$ cat config.mk
export PLATFORM = sky130hd
export DESIGN_NAME = host_port
export DESIGN_NICKNAME = d
export VERILOG_FILES = /design/src/common_pkg.sv /design/src/host_port.sv
export SDC_FILE = /design/constraint.sdc
export NUM_CORES = 1
export LEC_CHECK = 0
export BUFFER_PORTS_ARGS = -buffer_cell sky130_fd_sc_hd__buf_2
export CAP_MARGIN = 0
export CELL_PAD_IN_SITES_DETAIL_PLACEMENT = 1
export CELL_PAD_IN_SITES_GLOBAL_PLACEMENT = 1
export CORE_AREA = 4 4 65 67
export CTS_CLUSTER_SIZE = 8
export DETAILED_ROUTE_END_ITERATION = 10
export DIE_AREA = 0 0 69 71
export PLACE_DENSITY_LB_ADDON = 0.3
export SYNTH_ARGS = -nofsm -noshare
export SYNTH_HDL_FRONTEND = slang
export SYNTH_SLANG_ARGS = --single-unit
$ cat constraint.sdc
create_clock -name sys_clock_i -period 2.45 [get_ports sys_clock_i]
set_input_delay 0.245 -clock sys_clock_i [delete_from_list [all_inputs] [get_ports sys_clock_i]]
set_output_delay 0.245 -clock sys_clock_i [all_outputs]
set_load 0.02 [all_outputs]
$ cat src/common_pkg.sv
// Shared-memory bus types, bus owner encoding and CPU / video timing constants
package common_pkg;

    // RAM geometry
    localparam int RAM_ADDR_BITS = 16;              // 64 KiB of byte RAM
    localparam int DATA_BITS     = 8;               // Byte-wide bus

    // One requester's pending RAM access, held steady until acked
    typedef struct packed {
        logic                     valid;            // Access pending
        logic                     we;               // 1 = write, 0 = read
        logic [RAM_ADDR_BITS-1:0] addr;             // Byte address
        logic [DATA_BITS-1:0]     wdata;            // Write data, ignored on reads
    } bus_req_t;

    // Who owns the RAM port this cycle
    typedef enum logic [1:0] {
        SRC_NONE  = 2'd0,
        SRC_CPU   = 2'd1,
        SRC_VIDEO = 2'd2,
        SRC_HOST  = 2'd3
    } bus_src_e;

    // Screen memory window read by the character fetcher
    localparam logic [RAM_ADDR_BITS-1:0] VIDEO_BASE = 16'h8000;
    localparam int VIDEO_CHARS       = 1000;        // 40 x 25 characters
    localparam int VIDEO_OFFSET_BITS = $clog2(VIDEO_CHARS);

    // CPU cycle counter, 16 system clocks per CPU cycle
    localparam int CPU_CYCLE_BITS = 4;

    // Counter values at which the CPU bus outputs change.
    // BE opens first so in-flight transfers drain, Phi2 rises once
    // setup is met and falls after the minimum high width, and BE
    // closes after the hold times.
    localparam logic [CPU_CYCLE_BITS-1:0] CPU_SUSPENDED = 4'd0;
    localparam logic [CPU_CYCLE_BITS-1:0] CPU_BE_START  = 4'd1;
    localparam logic [CPU_CYCLE_BITS-1:0] CPU_PHI_START = 4'd5;
    localparam logic [CPU_CYCLE_BITS-1:0] CPU_PHI_END   = 4'd9;
    localparam logic [CPU_CYCLE_BITS-1:0] CPU_BE_END    = 4'd13;

endpackage
$ cat src/host_port.sv
// Host access port: turns a start pulse into a held RAM request and returns data with done
`timescale 1ns/10ps

module host_port (
    input  logic                 sys_clock_i,
    input  logic                 reset_i,
    input  logic                 host_start_i,
    input  logic                 host_we_i,
    input  logic [15:0]          host_addr_i,
    input  logic [7:0]           host_wdata_i,
    input  logic                 host_ack_i,
    input  logic [7:0]           bus_rdata_i,
    output common_pkg::bus_req_t host_req_o,
    output logic [7:0]           host_rdata_o,
    output logic                 host_done_o
);
    logic        busy_q;
    logic        we_q;                  // Latched command
    logic [15:0] addr_q;
    logic [7:0]  wdata_q;
    logic [7:0]  rdata_q;               // Held result after done

    always_ff @(posedge sys_clock_i) begin
        if (reset_i) begin
            busy_q      <= 1'b0;
            host_done_o <= 1'b0;
        end else begin
            host_done_o <= host_ack_i;
            if (host_ack_i) begin
                busy_q <= 1'b0;
            end else if (host_start_i && !busy_q) begin
                busy_q <= 1'b1;         // A start while busy is ignored
            end
        end
    end

    always_ff @(posedge sys_clock_i) begin
        if (host_start_i && !busy_q) begin
            we_q    <= host_we_i;
            addr_q  <= host_addr_i;
            wdata_q <= host_wdata_i;
        end
        if (host_done_o) begin
            rdata_q <= bus_rdata_i;
        end
    end

    assign host_req_o = '{valid: busy_q, we: we_q, addr: addr_q, wdata: wdata_q};

    // Read data is on the bus during the done cycle
    assign host_rdata_o = host_done_o ? bus_rdata_i : rdata_q;

endmodule

* Yosys cells after proc, flatten, opt, wreduce, memory -nomap -nowiden *
Index checks and enable logic that the tools add are counted.

storage, ports and cells
  output and inout bits = 35
  flip-flop bits (word level) = 35
  input bits = 37

operators by class
  reductions and logical operators = 3
  multiplexer cells = 1

operators with widths
  operator            count
  2-to-1 mux 8 bit    1
  OR reduction 2 bit  1
  logical AND 1 bit   1
  zero test 1 bit     1

* Depth between registers and ports, before layout *
Gate-level depths: netlist of the first run.

  depth after elaboration = 2
  mapped depth = 2

* Worst setup path before layout of the first run *
No wires, ideal clock.

  kind = flip-flop to flip-flop
  start point = register busy_q
  end point = register addr_q[0] (enable)
  clock period less this slack = 1861 ps
  library setup time = 410 ps
  stages on the path, launching flop included = 2
  data arrival time = 1451 ps
  setup slack = 589 ps
  buffers on the path = 0
  cells stage by stage = dfxtp_1 -> nor2b_1

between the ends
  word-level cells in the longest chain between the ends = 2

ends and longest elaborated chain
  what                    line             text
  from (decl)             host_port.sv:17  logic busy_q;
  from (signal assigned)  host_port.sv:25  busy_q <= 1'b0;
  from (signal assigned)  host_port.sv:30  busy_q <= 1'b0;
  from (signal assigned)  host_port.sv:32  busy_q <= 1'b1;
  zero test 1 bit         host_port.sv:38  if (host_start_i && !busy_q) begin
  logical AND 1 bit       host_port.sv:38
  to (signal assigned)    host_port.sv:40  addr_q <= host_addr_i;
  to (decl)               host_port.sv:19  logic [15:0] addr_q;

Every way passes these cells.
A chain may end at the register's enable or synchronous reset.

* Final worst setup path of the first run *
  start point = register host_done_o
  end point = output port host_rdata_o[0]

between the ends
  word-level cells in the longest chain between the ends = 1

ends and longest elaborated chain
  what                    line             text
  from (decl)             host_port.sv:15  output logic host_done_o
  from (signal assigned)  host_port.sv:28  host_done_o <= host_ack_i;
  2-to-1 mux 8 bit        n/a
  to (decl)               host_port.sv:14  output logic [7:0] host_rdata_o,

Every way passes these cells.

==> results.toml, run 1 <==
[outcome]
status = "complete, no violations"

[sta]
rsz0062_at_grt = "no"
slew_violations = 0
finalCritPeriodShare_pct = 68.2
post-route-worst-setup-slack_ns = 0.779
worst_pin_slew_ns = 0.506
hold_ws_ns = 0.136
report.final.setup_viol = 0
max_freq_mhz = 598
fin_crit_ns = 1.67
final_hold_viol_count = 0
skew_ns = 0.00329
slew_headroom_pct = 66.2
fin_tns_setup_ns = 0

[place]
port_buffers = 71
pre_cts_slack_ns = 1.05
hpwl_mm = 1.83
gp_congestion = 0.759

[final_layout]
antenna_cells = 0
final_common_cell = "buf_2"
drive_above_1_share_pct = 67.7
areaGrowthSynthToFinish_pct = 42.8
utilization_pct = 44.0
final_cell_mix = "buf_2, edfxtp_1, dfxtp_1"
nets = 163

[clock_network]
htreeDepth = 2
cts.sinks = 35
cts_setup_buffers = 0
clockRootBuffer = "clkbuf_8"
cts_buffers = 5
ctsHoldBuffers = 0
clock_latency_ns = 0.27
cts_tree = "built"
clock_path_buffers = 2
clk_pin_slew_ns = 0.06
cts_resized = 0

[grt]
grt_max_degree = 26
grt_pass1_vias = 775
grt_first_pass_wirelength_mm = 3.70
met3_usage_pct = 6.53
grt_util_met2_pct = 15.6
grt_usage_pct = 9.96
busiest_layer = "met2"
gr-total-overflow = 0
gr-usage-met1_pct = 10.5
antenna_found_initial = 0

[worst_setup_path]
start_kind = "flip-flop"
path_class = "reg2out"
r2r_cells = 1
rr_startpoint = "host_done_o"
crit_buf_inv = 1
cp_cell_sequence = "mux2_4 -> buf_2"
rrSetupSlack_ns = 1.35
endpoint_kind = "output port"
worstReg2RegEnd = "rdata_q[7]"
crit_fanout = 9
critPathMaxStageDelay_ns = 0.64
cp_slowest_cell = "dfxtp_1"
crit_family = "flip-flops"
worstPathRequired_ns = 2.20
arrival_ns = 1.43

[die]
rows = 22
core_area_sq_um = 3630
pin_count = 72
die_area_sq_um = 4900
fp.dieH_um = 71
die_w_um = 69
initial_core_util_pct = 30.8

[worst_hold_path]
whs_endpoint = "host_done_o"
hp-class = "in2reg"
min_path_cells = 2
hp-start = "reset_i"

[logic_synthesis]
syn_area_sq_um = 1120
ys_types = 8
netlist_instances = 50
synth_warnings = 0
syn_nets = 87
syn_avg_cell_area_sq_um = 22.4
synth-seq-area-share_pct = 85.0
ys_ff_latch = 35

[detailed_routing]
drt_iter0_markers = 38
post-route-drc-count = 0
drt-pass1-iter-count = 3
wl_per_cell_um = 13.3
via_per_inst = 4.10
routed_wl_mm = 2.33
ant_nets = 0
vias = 717

[pwr]
powerDensity_nw_per_um2 = 788
p_leak_nw = 0.722
ir_drop_mv = 0.372

[job]
drv_cap = 0
==> per-layer routing <==
layer  share of wire [%]  vias to the layer above  wire, um
met5                   0                        -         0
met4                 1.5                        0        36
met3                  15                        5       338
met2                  45                       54      1050
met1                  39                      326       909
li1                    -                      332         -
==> cell families after synthesis <==
kind of cell           after synthesis  share of synthesized area, %
flip-flops                          35                          85.0
multiplexers                         8                          10.7
AND/OR/NAND/NOR                      4                          1.90
buffers and inverters                3                          2.35
==> area by class of cell <==
cell class / count / area [sq um]
Fill cell: 416 / 2040
Sequential cell: 35 / 951
Timing Repair Buffer: 72 / 363
Multi-Input combinational cell: 12 / 144
Clock buffer: 6 / 72.6
Tap cell: 48 / 60.1
Clock inverter: 2 / 7.51
==> registers in the layout (all words and copies together) (netlist names) <==
| register | flops |
|---|---|
| addr_q | 16 |
| rdata_q | 8 |
| wdata_q | 8 |
| busy_q | 1 |
| host_done_o | 1 |
| we_q | 1 |
==> cells in the mapped netlist <==
master    count  share of area (%)
buf_4         2                1.3
buf_6         1                1.0
dfxtp_1      10                 18
edfxtp_1     25                 67
mux2_4        8                 11
nor2_1        1               0.34
nor2b_1       2                1.1
nor3_1        1               0.45
==> per-stage QoR <==
step           cells  power (W)  instance area, sq um
2_1_floorplan     50   0.000823                  1120
3_3_place_gp     167   0.000893                  1520
3_5_place_dp     167   0.000899                  1520
4_1_cts          175    0.00128                  1600
5_1_grt          175    0.00132                  1600
6_report         175    0.00126                  1600
==> worst max path at each step <==
stage	start	slack (ns)	endpoint	cells after the start
final	host_done_o	0.78	host_rdata_o[0]	2
after global routing	host_done_o	0.69	host_rdata_o[0]	2
after CTS	host_done_o	0.74	host_rdata_o[7]	2
after detailed placement	host_done_o	1.05	host_rdata_o[4]	2
after global placement	host_done_o	1.07	host_rdata_o[4]	2
after floorplan	busy_q	0.59	addr_q[0]	1
==> where the power goes <==
| group | internal (W) | switching [W] | leakage (nW) | total, W |
|---|---|---|---|---|
| clock | 0.000193 | 0.000183 | 0.0403 | 0.000376 |
| combinational | 0.0000800 | 0.000102 | 0.356 | 0.000182 |
| sequential | 0.000686 | 0.0000156 | 0.326 | 0.000701 |
| total | 0.000959 | 0.000300 | 0.722 | 0.00126 |
Power figures use the tool's default switching activity.
==> run 2, diff against run 1 <==
--- a/config.mk
+++ b/config.mk
@@ -9,10 +9,10 @@
 export CAP_MARGIN = 0
 export CELL_PAD_IN_SITES_DETAIL_PLACEMENT = 1
 export CELL_PAD_IN_SITES_GLOBAL_PLACEMENT = 1
-export CORE_AREA = 4 4 65 67
+export CORE_AREA = 4 4 68 70
 export CTS_CLUSTER_SIZE = 8
 export DETAILED_ROUTE_END_ITERATION = 10
-export DIE_AREA = 0 0 69 71
+export DIE_AREA = 0 0 72 74
 export PLACE_DENSITY_LB_ADDON = 0.3
 export SYNTH_ARGS = -nofsm -noshare
 export SYNTH_HDL_FRONTEND = slang
==> constraint.sdc (replaced) <==
create_clock -name sys_clock_i -period 1.5 [get_ports sys_clock_i]
set_input_delay 0.15 -clock sys_clock_i [delete_from_list [all_inputs] [get_ports sys_clock_i]]
set_output_delay 0.15 -clock sys_clock_i [all_outputs]
set_load 0.02 [all_outputs]
==> run 2 against run 1 <==
Against the previous run: non-clock buffer count is 1 higher; worst hold slack got worse by 0.094 ns; count of clock-buffer cells in the layout is 1 lower; worst setup slack worse by 0.69 ns; sequential power grew 63%; die area up 8.8%; total power up 63%; clock skew rose by 0.00096 ns; clock power increased by 62%; utilization decreased by 3.5 points; critical path depth rose by 1; first-iteration DRC count grew 61%.
==> results.toml, run 2 (synthesis results as in run 1) <==
[outcome]
status = "complete, no violations"

[place]
hpwl_mm = 1.96
gp_congestion = 0.731
dpl.cell_count = 170
port_buffers = 71

[grt]
grt_pass1_vias = 788
grt_max_degree = 26
gr-total-overflow = 0
grt_usage_pct = 9.81
grt_first_pass_wirelength_mm = 3.78
antenna_found_initial = 0

[sta]
fin_crit_ns = 1.41
rsz0062_at_grt = "no"
max_freq_mhz = 709
skew_ns = 0.00426
worst_pin_slew_ns = 0.312
report.final.setup_viol = 0
finalCritPeriodShare_pct = 94.1
fin_tns_setup_ns = 0
slew_headroom_pct = 79.2
slew_violations = 0
final_hold_viol_count = 0

[worst_setup_path]
cp_cell_sequence = "buf_6 -> mux2_4 -> buf_2"
critPathMaxStageDelay_ns = 0.34
rrSetupSlack_ns = 0.43
arrival_ns = 1.26
crit_buf_inv = 2
endpoint_kind = "output port"
start_kind = "flip-flop"
cp_slowest_cell = "dfxtp_1"
crit_family = "flip-flops"
path_class = "reg2out"
crit_fanout = 8
worstPathRequired_ns = 1.35

[final_layout]
largest-register = "addr_q"
final_common_cell = "buf_2"
multiInputGateArea_sq_um = 144
largestRegisters = "addr_q: 16 flops, rdata_q: 8 flops, wdata_q: 8 flops"
areaGrowthSynthToFinish_pct = 43.8
largest_reg_flops = 16
regArea_sq_um = 951
stdcell_count = 177
drive_above_1_share_pct = 69.3
nets = 164
fillers = 434
antenna_cells = 0
final_cell_mix = "buf_2, edfxtp_1, dfxtp_1"

[clock_network]
cts.sinks = 35
cts_tree = "built"
cts_buffers = 5
clock_latency_ns = 0.28
htreeDepth = 2
clk_pin_slew_ns = 0.06
clockRootBuffer = "clkbuf_8"
clock_path_buffers = 2
cts_setup_buffers = 0

[pwr]
ir_drop_mv = 0.490
seq_power_share_pct = 55.4
power.switching_w = 0.000494
p_int_w = 0.00156
clkPwrFrac_pct = 29.7
p_leak_nw = 0.729
comb_power_share_pct = 14.9
powerDensity_nw_per_um2 = 1280
netSwitchingFraction_pct = 24.0

[detailed_routing]
ant_nets = 0
vias = 720
drt_iter0_markers = 61
drt-pass1-iter-count = 3
routed_wl_mm = 2.47
wl_per_cell_um = 13.9
post-route-drc-count = 0
via_per_inst = 4.07

[die]
die_w_um = 72
initial_core_util_pct = 28.2
rows = 23
pin_count = 72
fp.dieH_um = 74
core_area_sq_um = 3970
die_area_sq_um = 5330

[worst_hold_path]
hp-class = "in2reg"

[job]
drv_cap = 0
[run 2: final timing paths]
path	start	endpoint	depth (start not counted)
max	host_done_o	host_rdata_o[0]	3
min	host_ack_i	busy_q	2
max reg2reg	busy_q	wdata_q[4]	2
min reg2reg	rdata_q[1]	rdata_q[1]	1
[run 2: through the flow]
step	hold WS (ns)	power [W]	utilization [%]	setup slack (ns)	cell area, sq um
final	0.0416	0.00206	40.5	0.0886	1610
after global routing	0.0197	0.00216	40.5	0.0252	1610
after CTS	0.0258	0.00210	40.4	0.0326	1610
after detailed placement	0.329	0.00147	38.5	0.351	1530
after global placement	0.326	0.00146	38.5	0.379	1530
after floorplan	0.222	0.00134	-	0.103	1120
[run 2: timing repair]
| action | in CTS | in global routing |
|---|---|---|
| setup endpoints to repair | 0 | 1 |
| gates resized for setup | 0 | 1 |
| hold buffers | 0 | 0 |
[run 2: routing by layer]
layer | up-vias | part of all wire, % | track usage [%]
met5 | - | 0 | 0
met1 | 327 | 38 | 9.76
met4 | 0 | 2.6 | 6.26
met3 | 7 | 14 | 4.73
li1 | 334 | - | -
met2 | 52 | 46 | 16.5
[run 2: power groups by stage]
stage	Clock, W	Sequential, W	Combinational [W]
after floorplan	0	0.00121	0.000133
after global placement	0	0.00116	0.000303
after detailed placement	0	0.00116	0.000310
after CTS	0.000648	0.00114	0.000311
after global routing	0.000687	0.00115	0.000328
final	0.000610	0.00114	0.000306
[run 2: final cells by class]
class                      count  share of cell area (%)
clock inverter                 2                   0.544
clock buffer                   5                    4.28
sequential                    35                    59.1
timing repair buffer          73                    23.3
tap                           50                    3.89
multi-input combinational     12                    8.94
==> run 3, diff against run 2 <==
--- a/config.mk
+++ b/config.mk
@@ -9,10 +9,10 @@
 export CAP_MARGIN = 0
 export CELL_PAD_IN_SITES_DETAIL_PLACEMENT = 1
 export CELL_PAD_IN_SITES_GLOBAL_PLACEMENT = 1
-export CORE_AREA = 4 4 68 70
+export CORE_AREA = 5 5 76 64
 export CTS_CLUSTER_SIZE = 8
 export DETAILED_ROUTE_END_ITERATION = 10
-export DIE_AREA = 0 0 72 74
+export DIE_AREA = 0 0 81 69
 export PLACE_DENSITY_LB_ADDON = 0.3
 export SYNTH_ARGS = -nofsm -noshare
 export SYNTH_HDL_FRONTEND = slang
==> run 3 against run 2 <==
Against the previous run: critical path depth unchanged; clock skew about the same; sequential power about the same; cell count up 4.5%; worst hold slack better by 0.0012 ns; highest routed layer unchanged; global-route usage down 0.28 points; die area up 4.9%; wire length up 2.2%; register-to-register slack better by 0.08 ns; fmax up 0.12%; worst setup slack better by 0.0017 ns; via count up 0.97%; largest power group unchanged.
==> results.toml, run 3 (synthesis results as in run 1) <==
[grt]
busiest_layer = "met2"
grt_pass1_vias = 791
gr-usage-met1_pct = 9.96
grt_util_met2_pct = 15.6
grt_max_degree = 26
antenna_found_initial = 0
gr-total-overflow = 0
met3_usage_pct = 4.56
grt_usage_pct = 9.53
grt_first_pass_wirelength_mm = 3.99

[final_layout]
fillers = 457
largest-register = "addr_q"
drive_above_1_share_pct = 68.8
nets = 164
stdcell_count = 185
antenna_cells = 0
largestRegisters = "addr_q: 16 flops, rdata_q: 8 flops, wdata_q: 8 flops"
final_common_cell = "buf_2"
areaGrowthSynthToFinish_pct = 45.7
final_cell_mix = "buf_2, edfxtp_1, dfxtp_1"
largest_reg_flops = 16

[die]
die_w_um = 81
initial_core_util_pct = 27.6
die_area_sq_um = 5590
rows = 21
pin_count = 72
core_area_sq_um = 4050
fp.dieH_um = 69

[clock_network]
clockRootBuffer = "clkbuf_8"
cts.sinks = 35
cts_setup_buffers = 0
clk_pin_slew_ns = 0.06
cts_buffers = 5
cts_tree = "built"
clock_path_buffers = 2
htreeDepth = 2
clock_latency_ns = 0.27
ctsHoldBuffers = 0
cts_resized = 0

[worst_setup_path]
worstPathRequired_ns = 1.35
cp_slowest_cell = "mux2_4"
arrival_ns = 1.26
rr_startpoint = "busy_q"
cp_cell_sequence = "buf_4 -> mux2_4 -> buf_2"
worstReg2RegEnd = "addr_q[4]"
crit_buf_inv = 2
critPathMaxStageDelay_ns = 0.33
crit_fanout = 9
path_class = "reg2out"
r2r_cells = 2
start_kind = "flip-flop"
rrSetupSlack_ns = 0.51
crit_family = "buffers and inverters"
endpoint_kind = "output port"

[detailed_routing]
wl_per_cell_um = 13.6
ant_nets = 0
drt-pass1-iter-count = 3
post-route-drc-count = 0
drt_iter0_markers = 11
routed_wl_mm = 2.52
via_per_inst = 3.93
vias = 727

[pwr]
powerDensity_nw_per_um2 = 1270
p_leak_nw = 0.733
ir_drop_mv = 0.542

[sta]
slew_headroom_pct = 89.2
final_hold_viol_count = 0
fin_tns_setup_ns = 0
rsz0062_at_grt = "no"
report.final.setup_viol = 0
worst_pin_slew_ns = 0.162
finalCritPeriodShare_pct = 94.0
slew_violations = 0
max_freq_mhz = 709
hold_ws_ns = 0.0428
fin_crit_ns = 1.41
skew_ns = 0.00445

[worst_hold_path]
whs_endpoint = "host_done_o"
min_path_cells = 2
hp-class = "in2reg"
hp-start = "reset_i"

[place]
dpl.cell_count = 177
port_buffers = 71
gp_congestion = 0.626

[outcome]
status = "complete, no violations"

[job]
drv_cap = 0
## run 3: routing by layer
metal	up-vias	part of all wire, %
met5	-	0
met4	0	1.1
met3	2	12
met2	44	52
met1	346	34
li1	335	-
## run 3: through the flow
step | instance area, sq um | worst slack (ns) | power, W | utilization, %
final | 1630 | 0.0903 | 0.00208 | 40.3
after global placement | 1550 | 0.402 | 0.00147 | 38.3
after CTS | 1630 | 0.0721 | 0.00212 | 40.3
after detailed placement | 1550 | 0.376 | 0.00148 | 38.3
after floorplan | 1120 | 0.103 | 0.00134 | -
after global routing | 1630 | 0.0299 | 0.00219 | 40.3
## run 3: how the worst max path moves through the flow
stage                startpoint               to  slack, ns  cells past startpoint
floorplan                busy_q        addr_q[0]       0.10                      1
global placement    host_done_o  host_rdata_o[6]       0.40                      3
detailed placement  host_done_o  host_rdata_o[3]       0.38                      3
CTS                 host_done_o  host_rdata_o[4]       0.07                      3
global route        host_done_o  host_rdata_o[4]       0.03                      3
finish              host_done_o  host_rdata_o[7]       0.09                      3
## run 3: power by group
| group | leakage (nW) | switching (W) | internal, W |
|---|---|---|---|
| clock | 0.0422 | 0.000299 | 0.000325 |
| sequential | 0.326 | 0.0000206 | 0.00112 |
| combinational | 0.365 | 0.000176 | 0.000137 |
| total | 0.733 | 0.000495 | 0.00158 |
## run 3: cell type report
cell class                      count  area, sq um  share of cell area [%]
Multi-Input combinational cell     12          144                    8.83
Clock buffer                        7         76.3                    4.68
Sequential cell                    35          951                    58.3
Tap cell                           57         71.3                    4.37
Clock inverter                      1         5.00                   0.307
Timing Repair Buffer               73          383                    23.5
